`src/hdl/lsu_mon_pkg.sv`:
```
//////////////////////////////////////////////////
// lsu monitor package
// widths, access classes and result types shared
// by the load/store monitor blocks
//////////////////////////////////////////////////

package lsu_mon_pkg;

  //////////////////////////////////////////////////
  // sizes
  //////////////////////////////////////////////////

  localparam int unsigned AddrW     = 32;
  // one extra bit so a top at 2^32 fits
  localparam int unsigned CapTopW   = 33;
  localparam int unsigned RegAddrW  = 5;
  localparam int unsigned TrsvDepth = 4;
  localparam int unsigned TrsvPtrW  = $clog2(TrsvDepth);
  // pending count runs 0..TrsvDepth
  localparam int unsigned PendW     = TrsvPtrW + 1;
  localparam int unsigned CntW      = 16;
  localparam int unsigned XferW     = 4;

  // transfer sizes in bytes
  localparam logic [XferW-1:0] XferCapB  = 4'd8;
  localparam logic [XferW-1:0] XferWordB = 4'd4;
  localparam logic [XferW-1:0] XferHalfB = 4'd2;
  localparam logic [XferW-1:0] XferByteB = 4'd1;

  //////////////////////////////////////////////////
  // enums
  //////////////////////////////////////////////////

  // same encoding as the core's lsu_type
  typedef enum logic [1:0] {
    LSU_WORD = 2'b00,
    LSU_HALF = 2'b01,
    LSU_BYTE = 2'b10
  } lsu_type_e;

  typedef enum logic [3:0] {
    ACC_NULL,
    CAP_RD,
    CAP_WR,
    BYTE_RD,
    BYTE_WR,
    HW_RD_ALIGNED,
    HW_RD_UNALIGNED,
    HW_WR_ALIGNED,
    HW_WR_UNALIGNED,
    WORD_RD_ALIGNED,
    WORD_RD_UNALIGNED,
    WORD_WR_ALIGNED,
    WORD_WR_UNALIGNED
  } lsu_acc_e;

  localparam int unsigned NumAccClass = 13;

  typedef enum logic [1:0] {
    ROOM_OVER  = 2'd0,
    ROOM_EXACT = 2'd1,
    ROOM_SHORT = 2'd2
  } room_chk_e;

  //////////////////////////////////////////////////
  // structs
  //////////////////////////////////////////////////

  typedef struct packed {
    logic                is_cap;
    logic                we;
    lsu_type_e           lsu_type;
    logic [AddrW-1:0]    addr;
    logic [CapTopW-1:0]  cap_top;
  } lsu_acc_t;

  typedef struct packed {
    lsu_acc_e            acc_class;
    logic [XferW-1:0]    xfer_size;
    room_chk_e           room_chk;
  } lsu_acc_res_t;

  // classifier result for an all-zero access (aligned word read, no room)
  localparam lsu_acc_res_t AccResRst = '{
    acc_class: WORD_RD_ALIGNED,
    xfer_size: XferWordB,
    room_chk:  ROOM_SHORT
  };

endpackage
```
`src/hdl/lsu_mon_top.sv`:
```
//////////////////////////////////////////////////
// load/store monitor top
// req/ack access port, class counters and the
// reservation order checker
//////////////////////////////////////////////////

module lsu_mon_top import lsu_mon_pkg::*; (
  input  logic                clk_i,
  input  logic                rst_ni,

  // access port, four-phase req/ack
  input  logic                acc_req_i,
  input  lsu_acc_t            acc_i,
  output logic                acc_ack_o,
  output lsu_acc_res_t        res_o,

  // counter read back
  input  lsu_acc_e            cnt_sel_i,
  output logic [CntW-1:0]     cnt_o,

  // reservation / revocation strobes
  input  logic                trsv_en_i,
  input  logic [RegAddrW-1:0] trsv_addr_i,
  input  logic                trvk_en_i,
  input  logic [RegAddrW-1:0] trvk_addr_i,
  output logic                trvk_err_o,
  output logic [PendW-1:0]    pending_o
);

  lsu_acc_res_t cls_res;
  lsu_acc_res_t res_q;
  logic         accept;
  logic         acc_ack_q;

  lsu_acc_classifier lsu_acc_classifier_inst (
    .acc_i (acc_i),
    .res_o (cls_res)
  );

  //////////////////////////////////////////////////
  // handshake and result register
  //////////////////////////////////////////////////

  // new request only once the previous ack has dropped
  assign accept = acc_req_i & ~acc_ack_q;

  always_ff @(posedge clk_i or negedge rst_ni) begin
    if (!rst_ni) begin
      acc_ack_q <= 1'b0;
      res_q     <= AccResRst;
    end else begin
      if (accept) begin
        acc_ack_q <= 1'b1;
        res_q     <= cls_res;
      end else if (!acc_req_i) begin
        acc_ack_q <= 1'b0;
      end
    end
  end

  assign acc_ack_o = acc_ack_q;
  assign res_o     = res_q;

  //////////////////////////////////////////////////
  // statistics and order check
  //////////////////////////////////////////////////

  // counts on the accept edge, together with the result register
  lsu_acc_counters lsu_acc_counters_inst (
    .clk_i       (clk_i),
    .rst_ni      (rst_ni),
    .inc_i       (accept),
    .inc_class_i (cls_res.acc_class),
    .cnt_sel_i   (cnt_sel_i),
    .cnt_o       (cnt_o)
  );

  trvk_order_checker trvk_order_checker_inst (
    .clk_i       (clk_i),
    .rst_ni      (rst_ni),
    .trsv_en_i   (trsv_en_i),
    .trsv_addr_i (trsv_addr_i),
    .trvk_en_i   (trvk_en_i),
    .trvk_addr_i (trvk_addr_i),
    .trvk_err_o  (trvk_err_o),
    .pending_o   (pending_o)
  );

endmodule

```
`src/hdl/trvk_order_checker.sv`:
```
//////////////////////////////////////////////////
// tag reservation / revocation order checker
// revocations must match reservations in order
//////////////////////////////////////////////////

module trvk_order_checker import lsu_mon_pkg::*; (
  input  logic                clk_i,
  input  logic                rst_ni,

  input  logic                trsv_en_i,
  input  logic [RegAddrW-1:0] trsv_addr_i,
  input  logic                trvk_en_i,
  input  logic [RegAddrW-1:0] trvk_addr_i,

  output logic                trvk_err_o,
  output logic [PendW-1:0]    pending_o
);

  logic [RegAddrW-1:0] queue_q [TrsvDepth];
  logic [TrsvPtrW-1:0] wr_ptr_q;
  logic [TrsvPtrW-1:0] rd_ptr_q;
  logic [PendW-1:0]    count_q;
  logic [PendW-1:0]    count_d;
  logic                err_q;

  logic                q_empty;
  logic                q_full;
  logic [RegAddrW-1:0] head_addr;
  logic                push;
  logic                pop;
  logic                underflow;
  logic                mismatch;
  logic                overflow;

  assign q_empty = (count_q == '0);
  assign q_full  = (count_q == PendW'(TrsvDepth));

  //////////////////////////////////////////////////
  // push before pop within one edge
  //////////////////////////////////////////////////

  // on an empty queue the same-edge reservation is the head
  assign head_addr = q_empty ? trsv_addr_i : queue_q[rd_ptr_q];

  assign underflow = trvk_en_i & q_empty & ~trsv_en_i;
  assign mismatch  = trvk_en_i & ~underflow & (head_addr != trvk_addr_i);
  assign overflow  = trsv_en_i & q_full & ~trvk_en_i;

  // a full queue still takes a push when the head leaves on the same edge
  assign push = trsv_en_i & ~overflow;
  assign pop  = trvk_en_i & ~underflow;

  assign count_d = count_q + {{(PendW - 1){1'b0}}, push} - {{(PendW - 1){1'b0}}, pop};

  always_ff @(posedge clk_i or negedge rst_ni) begin
    if (!rst_ni) begin
      wr_ptr_q <= '0;
      rd_ptr_q <= '0;
      count_q  <= '0;
      err_q    <= 1'b0;
    end else begin
      if (push) begin
        wr_ptr_q <= wr_ptr_q + 1'b1;
      end
      if (pop) begin
        rd_ptr_q <= rd_ptr_q + 1'b1;
      end
      count_q <= count_d;
      // sticky until reset
      if (underflow | mismatch | overflow) begin
        err_q <= 1'b1;
      end
    end
  end

  // when full the write slot is the head being popped, which was compared above
  always_ff @(posedge clk_i) begin
    if (push) begin
      queue_q[wr_ptr_q] <= trsv_addr_i;
    end
  end

  assign trvk_err_o = err_q;
  assign pending_o  = count_q;

endmodule

```
`src/hdl/lsu_acc_counters.sv`:
```
//////////////////////////////////////////////////
// access class counters
// one saturating counter per class, read back by
// class select
//////////////////////////////////////////////////

module lsu_acc_counters import lsu_mon_pkg::*; (
  input  logic            clk_i,
  input  logic            rst_ni,

  input  logic            inc_i,
  input  lsu_acc_e        inc_class_i,

  input  lsu_acc_e        cnt_sel_i,
  output logic [CntW-1:0] cnt_o
);

  logic [CntW-1:0]        cnt_q [NumAccClass];
  logic [NumAccClass-1:0] cnt_en;

  //////////////////////////////////////////////////
  // counter array
  //////////////////////////////////////////////////

  for (genvar i = 0; i < NumAccClass; i++) begin : g_cnt

    // a full counter holds
    assign cnt_en[i] = inc_i &&
                       (inc_class_i == lsu_acc_e'(i)) &&
                       (cnt_q[i] != {CntW{1'b1}});

    always_ff @(posedge clk_i or negedge rst_ni) begin
      if (!rst_ni) begin
        cnt_q[i] <= '0;
      end else if (cnt_en[i]) begin
        cnt_q[i] <= cnt_q[i] + 1'b1;
      end
    end

  end

  //////////////////////////////////////////////////
  // read back
  //////////////////////////////////////////////////

  // selects past the last class read as zero
  always_comb begin
    cnt_o = '0;
    if (int'(cnt_sel_i) < NumAccClass) begin
      cnt_o = cnt_q[cnt_sel_i];
    end
  end

endmodule

```
`src/hdl/lsu_acc_classifier.sv`:
```
//////////////////////////////////////////////////
// access classifier
// sorts one load/store access into its class and
// checks the capability room against its size
//////////////////////////////////////////////////

module lsu_acc_classifier import lsu_mon_pkg::*; (
  input  lsu_acc_t     acc_i,
  output lsu_acc_res_t res_o
);

  logic              word_aligned;
  logic              half_aligned;
  lsu_acc_e          acc_class;
  logic [XferW-1:0]  xfer_size;
  // one bit wider than cap_top to catch addr above top
  logic [CapTopW:0]  room;
  logic [CapTopW:0]  xfer_ext;
  room_chk_e         room_chk;

  assign word_aligned = (acc_i.addr[1:0] == 2'b00);
  assign half_aligned = (acc_i.addr[0] == 1'b0);

  //////////////////////////////////////////////////
  // class select
  //////////////////////////////////////////////////

  // capability accesses win over the width field
  always_comb begin
    if (acc_i.is_cap) begin
      acc_class = acc_i.we ? CAP_WR : CAP_RD;
    end else begin
      case (acc_i.lsu_type)
        LSU_WORD: begin
          if (acc_i.we) begin
            acc_class = word_aligned ? WORD_WR_ALIGNED : WORD_WR_UNALIGNED;
          end else begin
            acc_class = word_aligned ? WORD_RD_ALIGNED : WORD_RD_UNALIGNED;
          end
        end
        LSU_HALF: begin
          if (acc_i.we) begin
            acc_class = half_aligned ? HW_WR_ALIGNED : HW_WR_UNALIGNED;
          end else begin
            acc_class = half_aligned ? HW_RD_ALIGNED : HW_RD_UNALIGNED;
          end
        end
        // byte and the unused encoding
        default: begin
          acc_class = acc_i.we ? BYTE_WR : BYTE_RD;
        end
      endcase
    end
  end

  always_comb begin
    if (acc_i.is_cap) begin
      xfer_size = XferCapB;
    end else begin
      case (acc_i.lsu_type)
        LSU_WORD: xfer_size = XferWordB;
        LSU_HALF: xfer_size = XferHalfB;
        default:  xfer_size = XferByteB;
      endcase
    end
  end

  //////////////////////////////////////////////////
  // room check
  //////////////////////////////////////////////////

  assign room     = {1'b0, acc_i.cap_top} - {{(CapTopW - AddrW + 1){1'b0}}, acc_i.addr};
  assign xfer_ext = {{(CapTopW - XferW + 1){1'b0}}, xfer_size};

  // a borrow out means the address sits past the top
  always_comb begin
    if (room[CapTopW]) begin
      room_chk = ROOM_SHORT;
    end else if (room > xfer_ext) begin
      room_chk = ROOM_OVER;
    end else if (room == xfer_ext) begin
      room_chk = ROOM_EXACT;
    end else begin
      room_chk = ROOM_SHORT;
    end
  end

  assign res_o.acc_class = acc_class;
  assign res_o.xfer_size = xfer_size;
  assign res_o.room_chk  = room_chk;

endmodule

```
`config.mk`:
```
export PLATFORM = sky130hd
export DESIGN_NAME = lsu_mon_top
export DESIGN_NICKNAME = d
export VERILOG_FILES = /design/src/hdl/lsu_mon_pkg.sv /design/src/hdl/lsu_mon_top.sv /design/src/hdl/trvk_order_checker.sv /design/src/hdl/lsu_acc_counters.sv /design/src/hdl/lsu_acc_classifier.sv
export SDC_FILE = /design/constraint.sdc
export NUM_CORES = 1
export LEC_CHECK = 0
export ABC_CLOCK_PERIOD_IN_PS = 5600
export BUFFER_PORTS_ARGS = -buffer_cell sky130_fd_sc_hd__buf_4
export CORE_ASPECT_RATIO = 1.75
export CORE_MARGIN = 3
export CORE_UTILIZATION = 40
export DETAILED_ROUTE_END_ITERATION = 12
export SETUP_SLACK_MARGIN = 0.1
export SLEW_MARGIN = 0
export SYNTH_ARGS = -nofsm -noshare
export SYNTH_HDL_FRONTEND = slang
export SYNTH_HIERARCHICAL = 1
export SYNTH_SLANG_ARGS = --single-unit
export TNS_END_PERCENT = 30
```
`constraint.sdc`:
```
create_clock -name clk_i -period 5.6 [get_ports clk_i]
set_clock_uncertainty 0.2 [all_clocks]
set_input_delay 0.28 -clock clk_i [delete_from_list [all_inputs] [get_ports clk_i]]
set_output_delay 0.28 -clock clk_i [all_outputs]
set_load 0.01 [all_outputs]
```
==> impl_metrics.csv <==
group,metric,value,unit
layout,area_delta_synth_final,14.28,%
synth,yosys_warnings,6,
clock_tree,cts_buffers,25,
drt,drtPass1Iterations,5,
floorplan,rows,95,
clock_tree,cts-root-buf,"clkbuf_16",
worst_setup_path,critPathMaxStageDelay,0.49,ns
worst_setup_path,crit_type,"input pin to flop",
synth,yosysTopAreaCell,"dfrtp_1",
hold_path,min-delay-start,"trsv_en_i",
clock_tree,post-cts-setup-buffer-count,0,
synth,syn_inst,1539,
drt,drc,0,
timing,tightest_slew,1.028,ns
worst_setup_path,r2r_cells,11,
synth,yosysMostFrequentCell,"dfrtp_1",
global_route,grt_first_pass_wirelength,69820,um
drt,vias,12580,
worst_setup_path,critPathMostFrequentCell,"inv_1",
worst_setup_path,cp.required,5.87,ns
global_route,grt_overflow,0,
worst_setup_path,r2r_start,"trvk_order_checker_inst/pending_o[1]",
status,run_status,"finished clean",
global_route,antenna_found_initial,0,
synth,yosys-top-cells-area,"dfrtp_1 36%, mux4_2 7.6%, xnor2_1 6.8%",
hold_path,hold_depth,3,
worst_setup_path,cp.buffers_inverters,3,
synth,async_flop_share,91.90,%
floorplan,die_w,155.8,um
worst_setup_path,cp-end-kind,"flop",
drt,wire_per_inst,20.61,um
placement,gp_congestion,0.9516,
timing,max_freq,283.1,MHz
timing,fin_crit,3.532,ns
drt,via_per_inst,5.848,
job,drv_cap,0,
timing,setup-violations-final,0,
global_route,track_usage,21.08,%
global_route,grt_pass1_vias,13117,
timing,slew_headroom,31.33,%
clock_tree,cts_tree,"yes",
floorplan,dieHeight,268.2,um
clock_tree,clk-insertion-delay-late,0.53,ns
worst_setup_path,path_max_fanout,5,
clock_tree,clk_pin_slew,0.06,ns
placement,portBuffers,118,
drt,ant_nets,0,
timing,fin_crit_sh,63.07,%
pwr,power.density,272.1,nW/um^2
layout,layout-drive-gt1-share,16.75,%
worst_setup_path,crit_slowest_cell,"a221oi_1",
layout,final_core_util,46.48,%
synth,netlist_top_cells_count,"223 x dfrtp_1, 136 x nand2_1, 122 x xnor2_1",
synth,synth_flop_cell,"dfrtp_1",
layout,ff_latch_area,6286,um^2
timing,final_max_slew_viol_count,0,
floorplan,initial_core_util,40.67,%
synth,syn_nets,1686,
worst_setup_path,regToRegEndpoint,"trvk_order_checker_inst/pending_o[2]",
placement,pre_cts_ws,1.669,ns
layout,multiInputGateArea,8895,um^2
clock_tree,clk_path_buf_depth,3,
worst_setup_path,cp-start-kind,"input pin",
worst_setup_path,path_cells,"buf_4 -> inv_1 -> ha_1 -> inv_1 -> fa_1 -> a21o_1 -> a221oi_1 -> xnor2_1 -> a311oi_1 -> o2111a_1 -> and4_1 -> nand4_1 -> o41ai_2 -> mux2_4",
hold_path,min_to,"trvk_order_checker_inst/wr_ptr_q[1]",
synth,syn-cell-area,15710,um^2
placement,dp_hpwl,34600,um
clock_tree,clock_sinks,247,
layout,layout.nets,1794,
pwr,p_leak,7.866,nW
timing,setup_slack,2.068,ns
worst_setup_path,cp_top_family,"compound AO/OA/AOI/OAI gates",
synth,synth_seq_area_share,40.01,%
synth,synth-seq-cells,247,
synth,synth_edf_count,20,
timing,setup_tns,0,ns
drt,routed_wl,44330,um
timing,hold_viol,0,
floorplan,ios,119,
layout,n_antenna_cell,0,
hold_path,holdCritPathClass,"input pin to flop",
synth,netlist.area_leader.share,35.52,%
global_route,grt_max_degree,141,
drt,drt_iter0_markers,673,
synth,syn_avg_cell_area,10.21,um^2
timing,rsz0062_at_grt,"no",
synth,synth_cell_types,97,
floorplan,dieArea,41790,um^2
worst_setup_path,r2r_slack,2.39,ns
layout,nFillCells,3673,
clock_tree,htreeDepth,1,
pwr,ir_drop,184.1,uV
floorplan,core_area,38630,um^2
worst_setup_path,arrival,3.81,ns
==> metal layers <==
metal / GRT usage [%] / routed length [um] / part of all wire (%)
met4: 15.72 / 3766 / 8.5
met1: 21.75 / 15550 / 35
met3: 1.901 / 1567 / 3.5
met2: 39.03 / 23440 / 53
met5: 0 / 0 / 0
==> metrics by stage <==
step                      area, um^2  power, mW  std cells  hold slack, ns
after CTS                      17960      4.950       2151        0.005983
after global routing           17960      5.134       2151         0.04204
after global placement         17000      3.154       2094          0.1242
final                          17960      4.886       2151         0.03386
after floorplan                15710      2.798       1539         -0.2156
after detailed placement       17000      3.180       2094          0.1259
==> report_power, final <==
group | total (mW) | leakage (nW) | switching, mW | internal, mW
combinational | 0.985 | 4.26 | 0.519 | 0.466
sequential | 2.17 | 3.20 | 0.207 | 1.96
clock | 1.73 | 0.403 | 0.709 | 1.02
==> placed cells by master (no fill, tap or decap), types with 13 or more instances in the layout <==
cell type and instances:
xnor2_1 122, a21oi_1 57, ha_1 57, xor2_1 80, a22oi_1 17, nor2_1 82, inv_1 74, mux4_2 53
o21ai_0 50, dfrtp_1 223, mux2_2 22, edfxtp_1 20, and4_1 17, nand4_1 79, nand2_1 136, mux2i_1 20
and3_1 27, nand3_1 79, buf_4 120, nor3_1 44, clkbuf_16 25, a21o_1 13, nor4_1 24
==> worst reg2reg max path, delay by kind of cell, from the launching register on <==
kind / cells / cell delay, ns
buffers and inverters: 4 / 0.78
adder cells (fa/ha/maj): 3 / 0.77
flip-flops: 1 / 0.46
AND/OR/NAND/NOR: 1 / 0.44
XOR/XNOR: 2 / 0.29
AO/OA/AOI/OAI: 1 / 0.16
==> sequential cells by signal, summed over array words and instances, names as in the netlist <==
register and count:
acc_ack_o 1, lsu_acc_counters_inst/cnt_q 208, res_o 10, trvk_order_checker_inst/pending_o 3
trvk_order_checker_inst/queue_q 20, trvk_order_checker_inst/rd_ptr_q 2, trvk_order_checker_inst/trvk_err_o 1, trvk_order_checker_inst/wr_ptr_q 2
==> logic make-up (layout without fill, tap and decap cells) <==
| group | after synthesis | after routing | share of synthesized area (%) |
|---|---|---|---|
| buf+inv | 126 | 253 | 3.384 |
| mux | 105 | 105 | 11.40 |
| simple gates | 573 | 573 | 19.52 |
| xor+xnor | 202 | 202 | 11.26 |
| fa+ha+maj | 59 | 59 | 4.794 |
| flops | 247 | 247 | 40.01 |
| compound gates | 227 | 227 | 9.635 |
==> worst max path at each step <==
stage          startpoint  endpoint  slack (ns)  cells after the start
2_1_floorplan    acc_i[0]  res_o[1]        2.29                     13
3_3_place_gp     acc_i[0]  res_o[1]        1.68                     14
3_5_place_dp     acc_i[0]  res_o[1]        1.67                     14
4_1_cts          acc_i[0]  res_o[1]        2.25                     14
5_1_grt          acc_i[0]  res_o[1]        2.00                     14
6_report         acc_i[0]  res_o[1]        2.07                     14
==> layout make-up <==
class,instances,share of cell area (%)
clock inverters,15,1.038
inverters,74,1.547
well taps,485,3.380
repair buffers,133,5.825
multi-input cells,1166,49.54
clock buffers,31,3.665
flip-flops and latches,247,35.01
==> repair_timing <==
item | CTS | global route
gates resized for setup | 0 | 0
hold endpoints to repair | 112 | 0
hold buffers | 11 | 0
Note: power is estimated with default switching activity, not from simulation.
